<file path="config.mk">
export PLATFORM = sky130hd
export DESIGN_NAME = frame_top
export DESIGN_NICKNAME = d
export VERILOG_FILES = /design/src/verilog/frame_pkg.sv /design/src/verilog/frame_builder.sv /design/src/verilog/stream_fifo.sv /design/src/verilog/frame_checker.sv /design/src/verilog/frame_top.sv
export SDC_FILE = /design/constraint.sdc
export NUM_CORES = 1
export LEC_CHECK = 0
export BUFFER_PORTS_ARGS = -buffer_cell sky130_fd_sc_hd__buf_2
export CORE_MARGIN = 2
export CORE_UTILIZATION = 60
export DETAILED_ROUTE_END_ITERATION = 6
export PLACE_DENSITY = 0.89
export SETUP_SLACK_MARGIN = 0.4
export SLEW_MARGIN = 15
export SYNTH_ARGS = -nofsm -noshare
export SYNTH_HDL_FRONTEND = slang
export SYNTH_SLANG_ARGS = --single-unit
</file>
<file path="constraint.sdc">
create_clock -name clk -period 3.99 [get_ports clk]
set_input_delay 0.9975 -clock clk [delete_from_list [all_inputs] [get_ports clk]]
set_output_delay 0.9975 -clock clk [all_outputs]
set_load 0.05 [all_outputs]
</file>
<file path="src/verilog/frame_pkg.sv">
// Shared widths, FSM codes, entry and result types for the frame streaming blocks; import it.
package frame_pkg;

   localparam int FIFO_DEPTH_W = 3;
   localparam int FIFO_DEPTH   = 2 ** FIFO_DEPTH_W;
   localparam int TAG_W        = 3;
   localparam int LEN_W        = 5;
   localparam int BYTE_W       = 8;
   localparam int CNT_W        = LEN_W + 1; // Holds 32.

   localparam logic [1:0] BLD_IDLE    = 2'd0;
   localparam logic [1:0] BLD_HDR     = 2'd1;
   localparam logic [1:0] BLD_PAYLOAD = 2'd2;

   typedef struct packed {
      logic [TAG_W-1:0] tag;
      logic [LEN_W-1:0] len;
   } frame_cmd_t;

   typedef struct packed {
      logic [TAG_W-1:0] tag;
      logic [LEN_W-1:0] len;
   } frame_hdr_t;

   typedef struct packed {
      logic [BYTE_W-1:0] data;
   } frame_body_t;

   // One entry word, seen as a header or as a payload byte.
   typedef union packed {
      frame_hdr_t  hdr;
      frame_body_t body;
   } entry_word_u;

   typedef struct packed {
      logic        is_hdr;
      entry_word_u word;
   } fifo_entry_t;

   typedef struct packed {
      logic [TAG_W-1:0]  tag;
      logic [LEN_W-1:0]  len;
      logic [BYTE_W-1:0] sum;
   } frame_res_t;

   // Length field to byte count, 0 stands for 32.
   function automatic logic [CNT_W-1:0] frame_count(input logic [LEN_W-1:0] len);
      if (len == '0) begin
         frame_count = CNT_W'(2 ** LEN_W);
      end else begin
         frame_count = CNT_W'(len);
      end
   endfunction

endpackage

</file>
<file path="src/verilog/frame_builder.sv">
// Frame producer; takes a command and its payload bytes and emits a header then data entries.
module frame_builder
   import frame_pkg::*;
(
   input  logic              clk,
   input  logic              nrst,
   input  frame_cmd_t        cmd,
   input  logic              cmd_valid,
   output logic              cmd_ready,
   input  logic [BYTE_W-1:0] in_data,
   input  logic              in_valid,
   output logic              in_ready,
   output fifo_entry_t       push_entry,
   output logic              push_valid,
   input  logic              push_ready
);

   logic [1:0]       state;
   frame_hdr_t       hdr_q;
   logic [CNT_W-1:0] cnt;
   logic             cmd_fire;
   logic             byte_fire;

   assign cmd_fire  = cmd_valid & cmd_ready;
   assign byte_fire = in_valid & in_ready;

   always_comb begin
      cmd_ready  = 1'b0;
      in_ready   = 1'b0;
      push_valid = 1'b0;
      push_entry = '0;
      case (state)
         BLD_IDLE: begin
            cmd_ready = 1'b1;
         end
         BLD_HDR: begin
            push_valid            = 1'b1;
            push_entry.is_hdr     = 1'b1;
            push_entry.word.hdr   = hdr_q;
         end
         BLD_PAYLOAD: begin
            in_ready                  = push_ready; // Bytes pass straight into the FIFO.
            push_valid                = in_valid;
            push_entry.word.body.data = in_data;
         end
         default: begin
            cmd_ready = 1'b0;
         end
      endcase
   end

   // Command register, held for the header.
   always_ff @(posedge clk) begin
      if (cmd_fire) begin
         hdr_q.tag <= cmd.tag;
         hdr_q.len <= cmd.len;
      end
   end

   always_ff @(posedge clk) begin
      if (nrst) begin
         state <= BLD_IDLE;
         cnt   <= '0;
      end else begin
         case (state)
            BLD_IDLE: begin
               if (cmd_fire) begin
                  cnt   <= frame_count(cmd.len);
                  state <= BLD_HDR;
               end
            end
            BLD_HDR: begin
               if (push_ready) begin
                  state <= BLD_PAYLOAD; // Header taken by the FIFO.
               end
            end
            BLD_PAYLOAD: begin
               if (byte_fire) begin
                  cnt <= cnt - 1'b1;
                  if (cnt == CNT_W'(1)) begin
                     state <= BLD_IDLE; // Last byte of the frame.
                  end
               end
            end
            default: begin
               state <= BLD_IDLE;
            end
         endcase
      end
   end

endmodule

</file>
<file path="src/verilog/stream_fifo.sv">
// Circular entry buffer with valid/ready on both sides and a show-ahead output.
module stream_fifo
   import frame_pkg::*;
(
   input  logic        clk,
   input  logic        nrst,
   input  fifo_entry_t push_entry,
   input  logic        push_valid,
   output logic        push_ready,
   output fifo_entry_t pop_entry,
   output logic        pop_valid,
   input  logic        pop_ready
);

   fifo_entry_t             mem [FIFO_DEPTH];
   logic [FIFO_DEPTH_W-1:0] rd_ptr;
   logic [FIFO_DEPTH_W-1:0] wr_ptr;
   logic                    full;
   logic                    push_fire;
   logic                    pop_fire;

   assign push_ready = ~full;
   assign pop_valid  = (wr_ptr != rd_ptr) | full; // Equal pointers mean empty unless full.
   assign pop_entry  = mem[rd_ptr];
   assign push_fire  = push_valid & push_ready;
   assign pop_fire   = pop_valid & pop_ready;

   always_ff @(posedge clk) begin
      if (push_fire) begin
         mem[wr_ptr] <= push_entry;
      end
   end

   always_ff @(posedge clk) begin
      if (nrst) begin
         rd_ptr <= '0;
         wr_ptr <= '0;
      end else begin
         if (push_fire) begin
            wr_ptr <= wr_ptr + 1'b1;
         end
         if (pop_fire) begin
            rd_ptr <= rd_ptr + 1'b1;
         end
      end
   end

   always_ff @(posedge clk) begin
      if (nrst) begin
         full <= 1'b0;
      end else begin
         case ({push_fire, pop_fire})
            2'b01: begin
               full <= 1'b0; // Any pop alone frees a slot.
            end
            2'b10: begin
               if (FIFO_DEPTH_W'(wr_ptr + 1'b1) == rd_ptr) begin
                  full <= 1'b1;
               end
            end
            default: begin
               full <= full;
            end
         endcase
      end
   end

endmodule

</file>
<file path="src/verilog/frame_checker.sv">
// Frame consumer; decodes FIFO entries and returns tag, length and payload sum per frame.
module frame_checker
   import frame_pkg::*;
(
   input  logic        clk,
   input  logic        nrst,
   input  fifo_entry_t pop_entry,
   input  logic        pop_valid,
   output logic        pop_ready,
   output frame_res_t  res,
   output logic        res_valid,
   input  logic        res_ready
);

   logic [TAG_W-1:0]  tag_q;
   logic [LEN_W-1:0]  len_q;
   logic [BYTE_W-1:0] sum_q;
   logic [BYTE_W-1:0] sum_next;
   logic [CNT_W-1:0]  remain;
   logic              pop_fire;
   logic              last_byte;
   frame_res_t        res_q;

   assign pop_ready = ~res_valid; // Stall while a result waits.
   assign pop_fire  = pop_valid & pop_ready;
   assign sum_next  = sum_q + pop_entry.word.body.data; // Wraps modulo 256.
   assign last_byte = pop_fire & ~pop_entry.is_hdr & (remain == CNT_W'(1));
   assign res       = res_q;

   // Frame fields and running sum.
   always_ff @(posedge clk) begin
      if (pop_fire) begin
         if (pop_entry.is_hdr) begin
            tag_q <= pop_entry.word.hdr.tag;
            len_q <= pop_entry.word.hdr.len;
            sum_q <= '0;
         end else begin
            sum_q <= sum_next;
         end
      end
      if (last_byte) begin
         res_q.tag <= tag_q;
         res_q.len <= len_q;
         res_q.sum <= sum_next;
      end
   end

   always_ff @(posedge clk) begin
      if (nrst) begin
         remain <= '0;
      end else if (pop_fire) begin
         if (pop_entry.is_hdr) begin
            remain <= frame_count(pop_entry.word.hdr.len);
         end else if (remain != '0) begin
            remain <= remain - 1'b1;
         end
      end
   end

   always_ff @(posedge clk) begin
      if (nrst) begin
         res_valid <= 1'b0;
      end else if (last_byte) begin
         res_valid <= 1'b1;
      end else if (res_ready) begin
         res_valid <= 1'b0; // Result accepted.
      end
   end

endmodule

</file>
<file path="src/verilog/frame_top.sv">
// Top of the frame stream; builder feeds the buffer FIFO, which feeds the checker.
module frame_top
   import frame_pkg::*;
(
   input  logic              clk,
   input  logic              nrst,
   input  frame_cmd_t        cmd,
   input  logic              cmd_valid,
   output logic              cmd_ready,
   input  logic [BYTE_W-1:0] in_data,
   input  logic              in_valid,
   output logic              in_ready,
   output frame_res_t        res,
   output logic              res_valid,
   input  logic              res_ready
);

   fifo_entry_t push_entry;
   logic        push_valid;
   logic        push_ready;
   fifo_entry_t pop_entry;
   logic        pop_valid;
   logic        pop_ready;

   frame_builder i_frame_builder (
      .clk        (clk),
      .nrst       (nrst),
      .cmd        (cmd),
      .cmd_valid  (cmd_valid),
      .cmd_ready  (cmd_ready),
      .in_data    (in_data),
      .in_valid   (in_valid),
      .in_ready   (in_ready),
      .push_entry (push_entry),
      .push_valid (push_valid),
      .push_ready (push_ready)
   );

   stream_fifo i_stream_fifo (
      .clk        (clk),
      .nrst       (nrst),
      .push_entry (push_entry),
      .push_valid (push_valid),
      .push_ready (push_ready),
      .pop_entry  (pop_entry),
      .pop_valid  (pop_valid),
      .pop_ready  (pop_ready)
   );

   frame_checker i_frame_checker (
      .clk       (clk),
      .nrst      (nrst),
      .pop_entry (pop_entry),
      .pop_valid (pop_valid),
      .pop_ready (pop_ready),
      .res       (res),
      .res_valid (res_valid),
      .res_ready (res_ready)
   );

endmodule

</file>
# After elaboration in Yosys (flattened, before gate mapping)
# Memory sizes are Yosys's and may differ from the RTL's. A register that Yosys moved wholly into a read port is not among the register bits.
# Cells that the tools add are included.
dict set report word_totals {
  reg_bits 62
  ram_bits 72
  in_bits 21
  out_inout_bits 19
  wordCells 82
  memories 1
}
dict set report op_classes {
  add_sub_neg 5
  n_eq_ne 13
  mux 25
  n_bitwise 10
  n_reduce_logical 13
}
# memory depth word_bits rd rd_ports_with_merged_regs wr line
set memory_table {}
lappend memory_table {i_stream_fifo.mem 8 9 1 1 1 stream_fifo.sv:15} ;# fifo_entry_t mem [FIFO_DEPTH];
# operator n
set ops {}
lappend ops {{$mux 6} 6}
lappend ops {{$pmux 8 s2} 1}
lappend ops {{$eq 6x1->1 const B} 2}
lappend ops {{$pmux 6 s2} 1}
lappend ops {{$sub 6x1->6 const B} 2}
lappend ops {{$logic_not 5->1} 2}
lappend ops {{$add 8x8->8} 1}
lappend ops {{$mux 1} 8}
lappend ops {{$mux 2} 4}
lappend ops {{$ne 2x1->1 const B} 4}
lappend ops {{$reduce_bool 2->1} 4}
lappend ops {{$add 3x1->3 const B} 2}
lappend ops {{$and 1x1->1} 6}
lappend ops {{$mux 3} 2}
lappend ops {{$pmux 2 s3} 1}
lappend ops {{$reduce_and 2->1} 3}
lappend ops {{$reduce_bool 6->1} 1}
lappend ops {{$eq 2x1->1 const B} 2}
lappend ops {{$eq 2x2->1 const B} 2}
lappend ops {{$pmux 1 s2} 2}
lappend ops {{$reduce_and 4->1} 1}
lappend ops {{$eq 3x3->1} 1}
lappend ops {{$ne 3x3->1} 1}
lappend ops {{$not 1->1} 3}
lappend ops {{other kinds (4)} 4}

# Logic depth before layout (Yosys ltp)
# Gate-level depths: netlist of run 1.
dict set report depth {
  depth_word 6
  mapped_depth 12
  depth_no_buf 11
}

# Modules after synthesis
# Synthesis of run 1 repeated with hierarchy kept, for this count alone.
dict set report hier_totals {
  cells_unflattened 410
  hier_area_um2 6022.0
}
# module n_inst cells_each area_per_inst_um2 seq_area_each_um2
set by_module_without_submodules {}
lappend by_module_without_submodules {stream_fifo 1 158 3225.6 2362.3}
lappend by_module_without_submodules {frame_checker 1 143 1798.0 1101.1}
lappend by_module_without_submodules {frame_builder 1 109 998.5 400.4}

# Worst setup path before layout of run 1
# OpenSTA, ideal clock, no wires.
dict set report synth_path {
  path_type {reg2reg}
  from {register with a tool-made name}
  to {register i_frame_checker.sum_q[6] (data pin)}
  setup_ns 0.260
  arrival_ns 2.808
  t_required_ns 3.730
  slack_ns 0.922
  path_stages_with_launch 13
  n_path_buf 1
  synth_period_minus_slack_ns 3.068
  cell_sequence {dfxtp_1 > clkbuf_1 > mux4_1 > mux2_2 > ha_1 > inv_1 > fa_1 > nor2b_1 > o21ai_0 > a21boi_0 > o21a_1 > nor2_1 > mux2_2}
}
# item line
set synth_rtl {}
lappend synth_rtl {{end signal: assignment} frame_checker.sv:38} ;# sum_q <= sum_next;
lappend synth_rtl {{end: declaration} frame_checker.sv:17} ;# logic [BYTE_W-1:0] sum_q;

==> flow_metrics.env, run 1 <==
export IMPL_status="finished clean"
export IMPL_critPathKind="reg -> reg"
export IMPL_place_inst=571
export IMPL_numPortBuffers=39
export IMPL_highest_layer="met4"
export IMPL_min_from="i_frame_checker.len_q[1]$_DFFE_PP_"
export IMPL_syn2layout_area_growth_pct=16.0
export IMPL_syn_area_um2=5870
export IMPL_yosys_most_used_dff="edfxtp_1"
export IMPL_p_int_w=0.00328
export IMPL_via_per_inst=5.73
export IMPL_cts_buffer_depth=2
export IMPL_fin_cells=603
export IMPL_post_synth_num_cell_types=45
export IMPL_clock_root_buffer="clkbuf_8"
export IMPL_skew_ps=17.8
export IMPL_tns_ps=0
export IMPL_reg2regPathDepth=12
export IMPL_vias=3453
export IMPL_grt_use_total_pct=23.3
export IMPL_worst_ep_required_time_ps=4240
export IMPL_cts_buffers=17
export IMPL_grt_max_degree=30
export IMPL_power_density_nw_per_um2=693
export IMPL_met2WireLength_um=5870
export IMPL_async_flop_share_pct=0
export IMPL_finalSetupViolCount=0
export IMPL_max_freq_ghz=0.300
export IMPL_arrival_ps=3580
export IMPL_drc=0
export IMPL_switching_share_pct=30.6
export IMPL_period_needed_ps=3330
export IMPL_post_cts_resized=0
export IMPL_start_util_pct=60.9
export IMPL_io_pins=40
export IMPL_cts_tree="built"
export IMPL_ys_ff_latch=137
export IMPL_dieArea_um2=10600
export IMPL_ant_nets=0
export IMPL_finalCritPeriodShare_pct=83.5
export IMPL_syn_area_per_cell_um2=14.7
export IMPL_avgRoutedWirePerCell_um=18.2
export IMPL_core_area_um2=9640
export IMPL_drive_gt1_share_pct=22.3
export IMPL_p_seq_share_pct=40.6
export IMPL_grt_ovfl_total=0
export IMPL_grt_pass1_wl_um=17900
export IMPL_fin_ws_ps=658
export IMPL_grt_pass1_vias=3588
export IMPL_grt_setup_unrepaired="false"
export IMPL_cpPeakStageDelay_ps=570
export IMPL_clockPowerShare_pct=30.4
export IMPL_met3_length_um=544
export IMPL_path_common_cell="mux2_2"
export IMPL_hold_path_class="reg -> reg"
export IMPL_preCtsSetupSlack_ps=686
export IMPL_hold_viol=0
export IMPL_ir_drop_v=0.000425
export IMPL_htree_levels=4
export IMPL_maxSlewHeadroom_pct=50.4
export IMPL_wl_um=11000
export IMPL_dr_pass1_iters=5
export IMPL_synth_cells=400
export IMPL_die_w_um=103
export IMPL_diodes=0
export IMPL_leakagePower_nw=2.42
export IMPL_antenna_found_initial=0
export IMPL_regToRegSetupSlack_ps=660
export IMPL_ys_seq_area_share_pct=65.8
export IMPL_drv_slew=0
export IMPL_syn_nets=439
export IMPL_cap_viol_max_count=0
export IMPL_holdPathEnd="i_frame_checker.res[9]$_DFFE_PP_"
export IMPL_clk_latency_ps=520
export IMPL_wl_met1_um=4450
export IMPL_cp_start_kind="register"
export IMPL_worst_slew_pin_slew_ps=741
export IMPL_cts_hold_buffers=0
export IMPL_comb_power_share_pct=29.0
export IMPL_r2r_end="i_frame_checker.sum_q[6]$_SDFFCE_PP0N_"
export IMPL_rows=36
export IMPL_worst_path_max_fanout=10
export IMPL_path_cells="buf_4 > mux4_1 > mux2_2 > ha_1 > inv_1 > fa_1 > nor2b_1 > o21ai_0 > a21boi_0 > o21a_1 > nor2_1 > mux2_2"
export IMPL_detail_route_iter0_violations=209
export IMPL_clk_pin_slew_worst_paths_ps=60
export IMPL_cts_sinks=137
export IMPL_postCtsSetupRepairBufs=0
export IMPL_power_switching_w=0.00144
export IMPL_finish_utilization_pct=70.7
export IMPL_dpl_hpwl_um=7310
export IMPL_yosys_warnings=0
export IMPL_cp_end_kind="register"
export IMPL_nNetsFinal=496
export IMPL_gp_congestion=0.825
export IMPL_hold_depth=0
export IMPL_synth_edf_count=112
export IMPL_die_h_um=103
export IMPL_cp_slowest_cell="mux4_1"
worst max-delay path: cells and delay by family, from the launching register on:
| family | cells | cell delay, ps |
|---|---|---|
| multiplexers | 3 | 1240 |
| AO/OA/AOI/OAI | 3 | 610 |
| adder cells (fa/ha/maj) | 2 | 390 |
| flip-flops | 1 | 330 |
| buffers and inverters | 2 | 280 |
| AND/OR/NAND/NOR | 2 | 220 |
power by group through the flow:
stage          combinational (W)  sequential [W]  clock, W
2_1_floorplan            0.00105         0.00194         0
3_3_place_gp             0.00128         0.00193         0
3_5_place_dp             0.00135         0.00194         0
4_1_cts                  0.00137         0.00192   0.00145
5_1_grt                  0.00153         0.00193   0.00151
6_report                 0.00137         0.00192   0.00143
per-layer routing:
| layer | global-route usage, % | up-vias |
|---|---|---|
| li1 | - | 1625 |
| met1 | 27.1 | 1705 |
| met2 | 41.4 | 113 |
| met3 | 6.92 | 10 |
| met4 | 7.89 | 0 |
| met5 | 0 | - |
metrics by stage:
stage	power [W]	hold WS, ps	cell area [µm²]
final	0.00472	419	6810
after global routing	0.00497	426	6810
after CTS	0.00474	420	6810
after global placement	0.00321	401	6260
after detailed placement	0.00329	406	6260
after floorplan	0.00299	400	5870
Yosys cell counts, drive strengths merged, types with 2 or more instances:
cell	number	area (µm²)
a31oi	3	18.8
or3	4	25.0
o21ai	15	75.1
buf	7	60.1
and2	2	12.5
o2bb2ai	2	17.5
a22oi	13	97.6
nor3	9	45.0
clkbuf	8	30.0
dfxtp	25	500
o211ai	2	15.0
nand2b	7	43.8
nand2	22	82.6
xor2	6	52.6
o22ai	2	12.5
a21oi	13	65.1
xnor2	8	70.1
nor2b	19	119
ha	17	213
mux2i	7	70.1
mux4	18	428
nand3	3	15.0
inv	17	63.8
a211oi	4	35.0
edfxtp	112	3360
nor2	34	128
mux2	8	93.8
layout make-up:
type	instances	area, µm²
inverters	17	63.8
multi-input cells	231	1860
clock inverters	7	38.8
well taps	133	166
fillers	615	2830
flip-flops and latches	137	3860
clock buffers	25	517
repair buffers	53	300
cells by family after synthesis:
group | after synthesis | synth area share (%)
AOI/OAI and AO/OA | 60 | 6.69
xor gates and xnor gates | 14 | 2.09
adders and majority gates | 18 | 3.96
DFF | 137 | 65.8
muxes | 33 | 10.1
and+or+nand+nor | 106 | 8.78
buffers and inverters | 32 | 2.62
worst max-delay path by stage:
stage	from	to	slack, ps	cells past startpoint
6_report	register	i_frame_checker.sum_q[6]$_SDFFCE_PP0N_	660	12
5_1_grt	register	i_frame_checker.sum_q[6]$_SDFFCE_PP0N_	480	12
4_1_cts	register	i_frame_checker.sum_q[6]$_SDFFCE_PP0N_	680	12
3_5_place_dp	register	i_frame_checker.sum_q[6]$_SDFFCE_PP0N_	690	12
3_3_place_gp	register	i_frame_checker.sum_q[6]$_SDFFCE_PP0N_	810	12
2_1_floorplan	register	i_frame_checker.sum_q[6]$_SDFFCE_PP0N_	920	12
flip-flops by register name, summed over array words and instances (netlist names), named ones only:
register                   cells
i_frame_builder.state          2
i_stream_fifo.rd_ptr           3
i_frame_builder.hdr_q          8
i_frame_checker.tag_q          3
i_frame_checker.sum_q          8
i_stream_fifo.full             1
i_frame_checker.res_valid      1
i_frame_checker.len_q          5
i_stream_fifo.wr_ptr           3
i_frame_builder.cnt            6
i_frame_checker.res           16
i_frame_checker.remain         6
i_stream_fifo.mem             72
cells in the final DEF, fill, tap and decap left out, types with 7 or more instances in the layout:
| master | n |
|---|---|
| nor2_1 | 34 |
| mux2i_1 | 7 |
| dfxtp_1 | 25 |
| edfxtp_1 | 112 |
| mux4_2 | 12 |
| nand2_1 | 22 |
| ha_1 | 17 |
| nor3_1 | 9 |
| inv_1 | 17 |
| nor2b_1 | 19 |
| xnor2_1 | 8 |
| a22oi_1 | 13 |
| buf_2 | 39 |
| mux2_2 | 7 |
| o21ai_0 | 12 |
| clkbuf_16 | 18 |
| nand2b_1 | 7 |
| buf_4 | 14 |
| a21oi_1 | 13 |
Note: power is estimated with default switching activity, not from simulation.
==> run 2, diff against run 1 <==
--- a/config.mk
+++ b/config.mk
@@ -5,11 +5,12 @@
 export SDC_FILE = /design/constraint.sdc
 export NUM_CORES = 1
 export LEC_CHECK = 0
+export ABC_AREA = 1
 export BUFFER_PORTS_ARGS = -buffer_cell sky130_fd_sc_hd__buf_2
 export CORE_MARGIN = 2
-export CORE_UTILIZATION = 60
+export CORE_UTILIZATION = 55
 export DETAILED_ROUTE_END_ITERATION = 6
-export PLACE_DENSITY = 0.89
+export PLACE_DENSITY = 0.86
 export SETUP_SLACK_MARGIN = 0.4
 export SLEW_MARGIN = 15
 export SYNTH_ARGS = -nofsm -noshare
==> constraint.sdc (replaced) <==
create_clock -name clk -period 2.76 [get_ports clk]
set_input_delay 0.69 -clock clk [delete_from_list [all_inputs] [get_ports clk]]
set_output_delay 0.69 -clock clk [all_outputs]
set_load 0.05 [all_outputs]
==> run 2 against run 1 <==
  * Critical path depth grew 2
  * Sequential share of layout area down 7.8 points
  * First-iteration DRC count grew to 3.6 times the previous value
  * Via count is 50% higher
  * Combinational power grew to 3.8 times the previous value
  * Hold slack improved by 1.1 ps
  * Register-to-register slack worse by 520 ps
  * Total power up 130%
  * Die area up 17%
  * Clock skew shrank 4.3 ps
  * Routed wire length up 58%
  * Largest cell class unchanged
==> flow_metrics.env, run 2 <==
export IMPL_status="finished clean"
export IMPL_hold_path_class="reg -> reg"
export IMPL_cts_tree="built"
export IMPL_grt_use_total_pct=26.2
export IMPL_top_register="i_stream_fifo.mem"
export IMPL_power_switching_w=0.00440
export IMPL_cp_end_kind="register"
export IMPL_io_pins=40
export IMPL_fin_cells=884
export IMPL_period_needed_ps=2630
export IMPL_yosys_warnings=0
export IMPL_syn2layout_area_growth_pct=25.0
export IMPL_ys_ff_latch=137
export IMPL_hold_viol=0
export IMPL_dr_pass1_iters=6
export IMPL_antenna_found_initial=0
export IMPL_die_w_um=111
export IMPL_drive_gt1_share_pct=24.8
export IMPL_tns_ps=0
export IMPL_syn_nets=684
export IMPL_largest_register_ffs=72
export IMPL_power_density_nw_per_um2=1350
export IMPL_ir_drop_v=0.000825
export IMPL_cp_start_kind="register"
export IMPL_finalCritPeriodShare_pct=95.1
export IMPL_met2WireLength_um=8850
export IMPL_arrival_ps=2790
export IMPL_vias=5183
export IMPL_final_cell_mix="nand2_1, edfxtp_1, inv_1"
export IMPL_grt_ovfl_total=0
export IMPL_die_h_um=111
export IMPL_finalSetupViolCount=0
export IMPL_fin_hold_ws_ps=420
export IMPL_synth_edf_count=112
export IMPL_clk_pin_slew_worst_paths_ps=60
export IMPL_worst_path_max_fanout=7
export IMPL_grt_max_degree=19
export IMPL_switching_share_pct=41.1
export IMPL_wl_um=17300
export IMPL_fin_ws_ps=134
export IMPL_drc=0
export IMPL_dieArea_um2=12400
export IMPL_cts_buffer_depth=2
export IMPL_skew_ps=13.5
export IMPL_critPathKind="reg -> reg"
export IMPL_preCtsSetupSlack_ps=41.4
export IMPL_synth_cells=645
export IMPL_syn_area_um2=6340
export IMPL_maxSlewHeadroom_pct=36.9
export IMPL_htree_levels=4
export IMPL_grt_pass1_vias=5181
export IMPL_max_freq_ghz=0.381
export IMPL_diodes=0
export IMPL_grt_pass1_wl_um=25400
export IMPL_detail_route_iter0_violations=762
export IMPL_synth_top_cell_area_share_pct=53.1
export IMPL_cap_viol_max_count=0
export IMPL_synthTopCellsByCount="nand2_1, edfxtp_1, inv_1"
export IMPL_syn_area_per_cell_um2=9.82
export IMPL_synth_most_common_cell="nand2_1"
export IMPL_nNetsFinal=768
export IMPL_dpl_hpwl_um=9320
export IMPL_yosys_top_cells_area="edfxtp_1, nand2_1, dfxtp_1, inv_1, nor2_1"
export IMPL_grt_setup_unrepaired="true"
export IMPL_p_int_w=0.00630
export IMPL_ant_nets=0
export IMPL_highest_layer="met4"
export IMPL_core_area_um2=11300
export IMPL_clock_root_buffer="clkbuf_16"
export IMPL_worst_slew_pin_slew_ps=947
export IMPL_worst_ep_required_time_ps=2930
export IMPL_ys_seq_area_share_pct=61.0
export IMPL_met3_length_um=1610
export IMPL_finish_utilization_pct=69.9
export IMPL_comb_power_share_pct=48.8
export IMPL_cts_sinks=137
export IMPL_drv_slew=0
export IMPL_wl_met1_um=5830
export IMPL_netlist_top_cell_by_area="edfxtp_1"
export IMPL_cts_buffers=17
export IMPL_numPortBuffers=39
export IMPL_avgRoutedWirePerCell_um=19.6
export IMPL_gp_congestion=0.891
export IMPL_yosys_most_used_dff="edfxtp_1"
export IMPL_min_from="i_frame_checker.tag_q[1]$_DFFE_PP_"
export IMPL_leakagePower_nw=3.35
export IMPL_async_flop_share_pct=0
export IMPL_clk_latency_ps=420
export IMPL_post_synth_num_cell_types=37
export IMPL_rows=39
export IMPL_start_util_pct=56.0
export IMPL_p_seq_share_pct=30.3
export IMPL_via_per_inst=5.86
export IMPL_clockPowerShare_pct=20.9
export IMPL_place_inst=827
export IMPL_final_common_cell="nand2_1"
==> run 2: changes by cell type after synthesis, sizes merged, moves of 7 or more <==
cell and delta:
nand3 +37, nand2b -7, nor2 +34, mux4 -18, mux2 -8, nor3 -8, o21ai +19, mux2i -7
nand2 +154, nor2b -19, inv +71, a22oi -13, a21oi +26, buf +8
==> run 2: metal layers <==
| layer | vias to the layer above | global-route usage, % |
|---|---|---|
| li1 | 2282 | - |
| met1 | 2446 | 30.0 |
| met2 | 356 | 46.3 |
| met3 | 99 | 5.88 |
| met4 | 0 | 13.3 |
| met5 | - | 0 |
==> run 2: cell families (layout without fill, tap and decap cells) <==
logic type      after synthesis  in the layout  synth area share [%]
fa+ha+maj                    18             18                  3.67
flops                       137            137                  61.0
buf+inv                     107            203                  7.72
simple gates                293            293                  19.4
xor+xnor                     11             11                  1.52
compound gates               79             79                  6.75
==> run 2: worst paths after layout <==
| kind | endpoint | slack (ps) | depth (start not counted) |
|---|---|---|---|
| worst max-delay path | i_frame_checker.res[7]$_DFFE_PP_ | 130 | 14 |
| worst min-delay path | i_frame_checker.res[14]$_DFFE_PP_ | 420 | 0 |
| worst max register to register | i_frame_checker.res[7]$_DFFE_PP_ | 130 | 14 |
| worst min register to register | i_frame_checker.res[14]$_DFFE_PP_ | 420 | 0 |
==> run 2: what timing repair did <==
item / 4_1_cts / 5_1_grt
buffers inserted: 16 / 4
endpoints found under the setup margin: 9 / 71
hold buffers: 0 / 0
pin swaps: 17 / 17
cloned: 5 / 1
resized for setup: 54 / 37
==> run 2: per-stage QoR <==
| step | power (W) | cell area, µm² |
|---|---|---|
| after floorplan | 0.00597 | 6340 |
| after global placement | 0.00660 | 6700 |
| after detailed placement | 0.00682 | 6700 |
| after CTS | 0.00984 | 7720 |
| after global routing | 0.0112 | 7920 |
| final | 0.0107 | 7920 |
==> run 2: final cells by class <==
| type | instances | area [µm²] |
|---|---|---|
| clock inverter | 11 | 130 |
| fill | 729 | 3400 |
| clock buffer | 20 | 437 |
| timing repair buffer | 81 | 647 |
| inverter | 89 | 362 |
| multi-input combinational | 401 | 2260 |
| tap | 143 | 179 |
| sequential | 137 | 3870 |
| timing repair inverter | 2 | 28.8 |
==> run 2: power groups by stage <==
stage	registers [W]	clock network, W	logic (W)
after floorplan	0.00319	0	0.00278
after global placement	0.00318	0	0.00343
after detailed placement	0.00321	0	0.00361
after CTS	0.00321	0.00220	0.00443
after global routing	0.00327	0.00232	0.00560
final	0.00324	0.00224	0.00522
==> run 2: critical path: stages (launching register included) <==
cell,delay (ps)
dfxtp_4,450
buf_6,150
buf_12,120
buf_4,130
inv_6,50
o21ai_1,350
a31oi_4,200
ha_4,340
nand2_4,60
o21ai_2,170
a21oi_4,50
inv_1,70
nand3_1,80
nand2_1,110
inv_1,40
==> run 3, diff against run 2 <==
--- a/config.mk
+++ b/config.mk
@@ -7,8 +7,10 @@
 export LEC_CHECK = 0
 export ABC_AREA = 1
 export BUFFER_PORTS_ARGS = -buffer_cell sky130_fd_sc_hd__buf_2
+export CELL_PAD_IN_SITES_DETAIL_PLACEMENT = 1
+export CELL_PAD_IN_SITES_GLOBAL_PLACEMENT = 1
 export CORE_MARGIN = 2
-export CORE_UTILIZATION = 55
+export CORE_UTILIZATION = 43
 export DETAILED_ROUTE_END_ITERATION = 6
 export PLACE_DENSITY = 0.86
 export SETUP_SLACK_MARGIN = 0.4
==> run 3 against run 2 <==
  * Combinational power rose by 16%
  * Routed wire length rose by 32%
  * Cell area rose by 3.3%
  * Total power rose by 9.9%
  * Clock power rose by 9.4%
  * Non-clock buffer count rose by 13
==> flow_metrics.env, run 3 (synthesized netlist as in run 2, its figures left out) <==
export IMPL_dpl_hpwl_um=11300
export IMPL_cts_buffer_depth=2
export IMPL_grt_pass1_vias=5526
export IMPL_fin_total_pwr_w=0.0118
export IMPL_power_switching_w=0.00511
export IMPL_highest_layer="met4"
export IMPL_grt_ovfl_total=0
export IMPL_clk_latency_ps=440
export IMPL_comb_power_share_pct=51.4
export IMPL_dr_pass1_iters=6
export IMPL_fin_area_um2=8180
export IMPL_leakagePower_nw=3.44
export IMPL_core_area_um2=14500
export IMPL_diodes=0
export IMPL_start_util_pct=43.8
export IMPL_period_needed_ps=2670
export IMPL_min_from="i_frame_checker.len_q[4]$_DFFE_PP_"
export IMPL_maxSlewHeadroom_pct=41.2
export IMPL_rows=44
export IMPL_clk_pin_slew_worst_paths_ps=60
export IMPL_ir_drop_v=0.000613
export IMPL_final_cell_mix="nand2_1, edfxtp_1, inv_1"
export IMPL_vias=5371
export IMPL_fin_cells=938
export IMPL_p_seq_share_pct=27.8
export IMPL_clockPowerShare_pct=20.8
export IMPL_reg2regPathDepth=15
export IMPL_r2r_end="i_frame_checker.sum_q[5]$_SDFFCE_PP0N_"
export IMPL_cts_tree="built"
export IMPL_skew_ps=13.3
export IMPL_top_register="i_stream_fifo.mem"
export IMPL_grt_pass1_wl_um=30700
export IMPL_placedInstanceArea_um2=6760
export IMPL_cts_buffers=17
export IMPL_grt_setup_unrepaired="true"
export IMPL_grt_max_degree=19
export IMPL_cp_start_kind="register"
export IMPL_arrival_ps=2860
export IMPL_wl_um=22900
export IMPL_io_pins=40
export IMPL_finalSetupViolCount=0
export IMPL_hold_viol=0
export IMPL_hold_path_class="reg -> reg"
export IMPL_die_h_um=125
export IMPL_cap_viol_max_count=0
export IMPL_critPathKind="reg -> reg"
export IMPL_power_density_nw_per_um2=1440
export IMPL_status="finished clean"
export IMPL_finish_utilization_pct=56.5
export IMPL_switching_share_pct=43.5
export IMPL_cts_sinks=137
export IMPL_holdPathEnd="i_frame_checker.res[12]$_DFFE_PP_"
export IMPL_place_inst=870
export IMPL_worst_path_max_fanout=8
export IMPL_htree_levels=4
export IMPL_dieArea_um2=15700
export IMPL_worst_slew_pin_slew_ps=882
export IMPL_drc=0
export IMPL_gp_congestion=0.910
export IMPL_ant_nets=0
export IMPL_clock_root_buffer="clkbuf_16"
export IMPL_die_w_um=125
export IMPL_numPortBuffers=39
export IMPL_max_freq_ghz=0.374
export IMPL_detail_route_iter0_violations=446
export IMPL_met2WireLength_um=11900
export IMPL_wl_met1_um=8520
export IMPL_via_per_inst=5.73
export IMPL_drv_slew=0
export IMPL_drive_gt1_share_pct=31.2
export IMPL_finalCritPeriodShare_pct=96.8
export IMPL_regToRegSetupSlack_ps=90
export IMPL_cp_end_kind="register"
export IMPL_final_common_cell="nand2_1"
export IMPL_antenna_found_initial=0
export IMPL_worst_ep_required_time_ps=2940
export IMPL_nNetsFinal=781
export IMPL_largest_register_ffs=72
export IMPL_avgRoutedWirePerCell_um=24.4
export IMPL_grt_use_total_pct=25.9
export IMPL_syn2layout_area_growth_pct=29.1
export IMPL_hold_depth=0
export IMPL_met3_length_um=1490
export IMPL_p_int_w=0.00665
[run 3: how the worst max path moves through the flow]
stage | from | endpoint | slack [ps] | cells past startpoint
2_1_floorplan | register | i_frame_checker.sum_q[6]$_SDFFCE_PP0N_ | 410 | 18
3_3_place_gp | register | i_frame_checker.res[7]$_DFFE_PP_ | 170 | 12
3_5_place_dp | register | i_frame_checker.sum_q[6]$_SDFFCE_PP0N_ | 20 | 14
4_1_cts | register | i_frame_checker.sum_q[6]$_SDFFCE_PP0N_ | 320 | 16
5_1_grt | register | i_frame_checker.sum_q[5]$_SDFFCE_PP0N_ | -70 | 15
6_report | register | i_frame_checker.sum_q[5]$_SDFFCE_PP0N_ | 90 | 15
[run 3: cell type report]
| cell class | instances | area [µm²] |
|---|---|---|
| clock buffer | 18 | 429 |
| clock inverter | 13 | 180 |
| fill | 1566 | 6300 |
| inverter | 89 | 355 |
| multi-input combinational | 401 | 2420 |
| sequential | 137 | 3870 |
| tap | 184 | 230 |
| timing repair buffer | 94 | 671 |
| timing repair inverter | 2 | 20.0 |
[run 3: power groups by stage]
| stage | Sequential, W | Clock, W | Combinational (W) |
|---|---|---|---|
| 2_1_floorplan | 0.00319 | 0 | 0.00278 |
| 5_1_grt | 0.00331 | 0.00253 | 0.00640 |
| 4_1_cts | 0.00322 | 0.00240 | 0.00452 |
| 3_5_place_dp | 0.00321 | 0 | 0.00385 |
| 3_3_place_gp | 0.00317 | 0 | 0.00355 |
| 6_report | 0.00328 | 0.00245 | 0.00604 |
[run 3: worst max-delay path, cell delays in order, from the launching register on]
cell     delay (ps)
dfxtp_4         490
buf_8           170
nand2_1          60
nand3_1         120
nand2_1         100
nand2_2          90
nand2_4          60
buf_4           140
ha_1            280
nand3_2          90
nand2_2          80
nand2_1          80
nand2_1          80
a21oi_2         190
xor2_1          270
nor2_1           80
[run 3: metal layers]
metal | GRT usage, % | vias up
met3 | 5.73 | 82
met1 | 29.0 | 2696
met4 | 11.3 | 0
met5 | 0 | -
met2 | 47.1 | 288
li1 | - | 2305
[run 3: per-stage QoR]
stage / setup slack (ps) / setup TNS, ps / hold slack [ps]
finish: 88.6 / 0 / 429
global route: -73.8 / -137 / 423
CTS: 316 / 0 / 421
detailed placement: 19.1 / 0 / 406
global placement: 170 / 0 / 402
floorplan: 414 / 0 / 400
[run 3: timing repair]
item,CTS,global route
pin swaps,26,44
hold buffers,0,0
cloned,3,1
endpoints found under the setup margin,46,75
resized for setup,54,77
buffers inserted,9,24
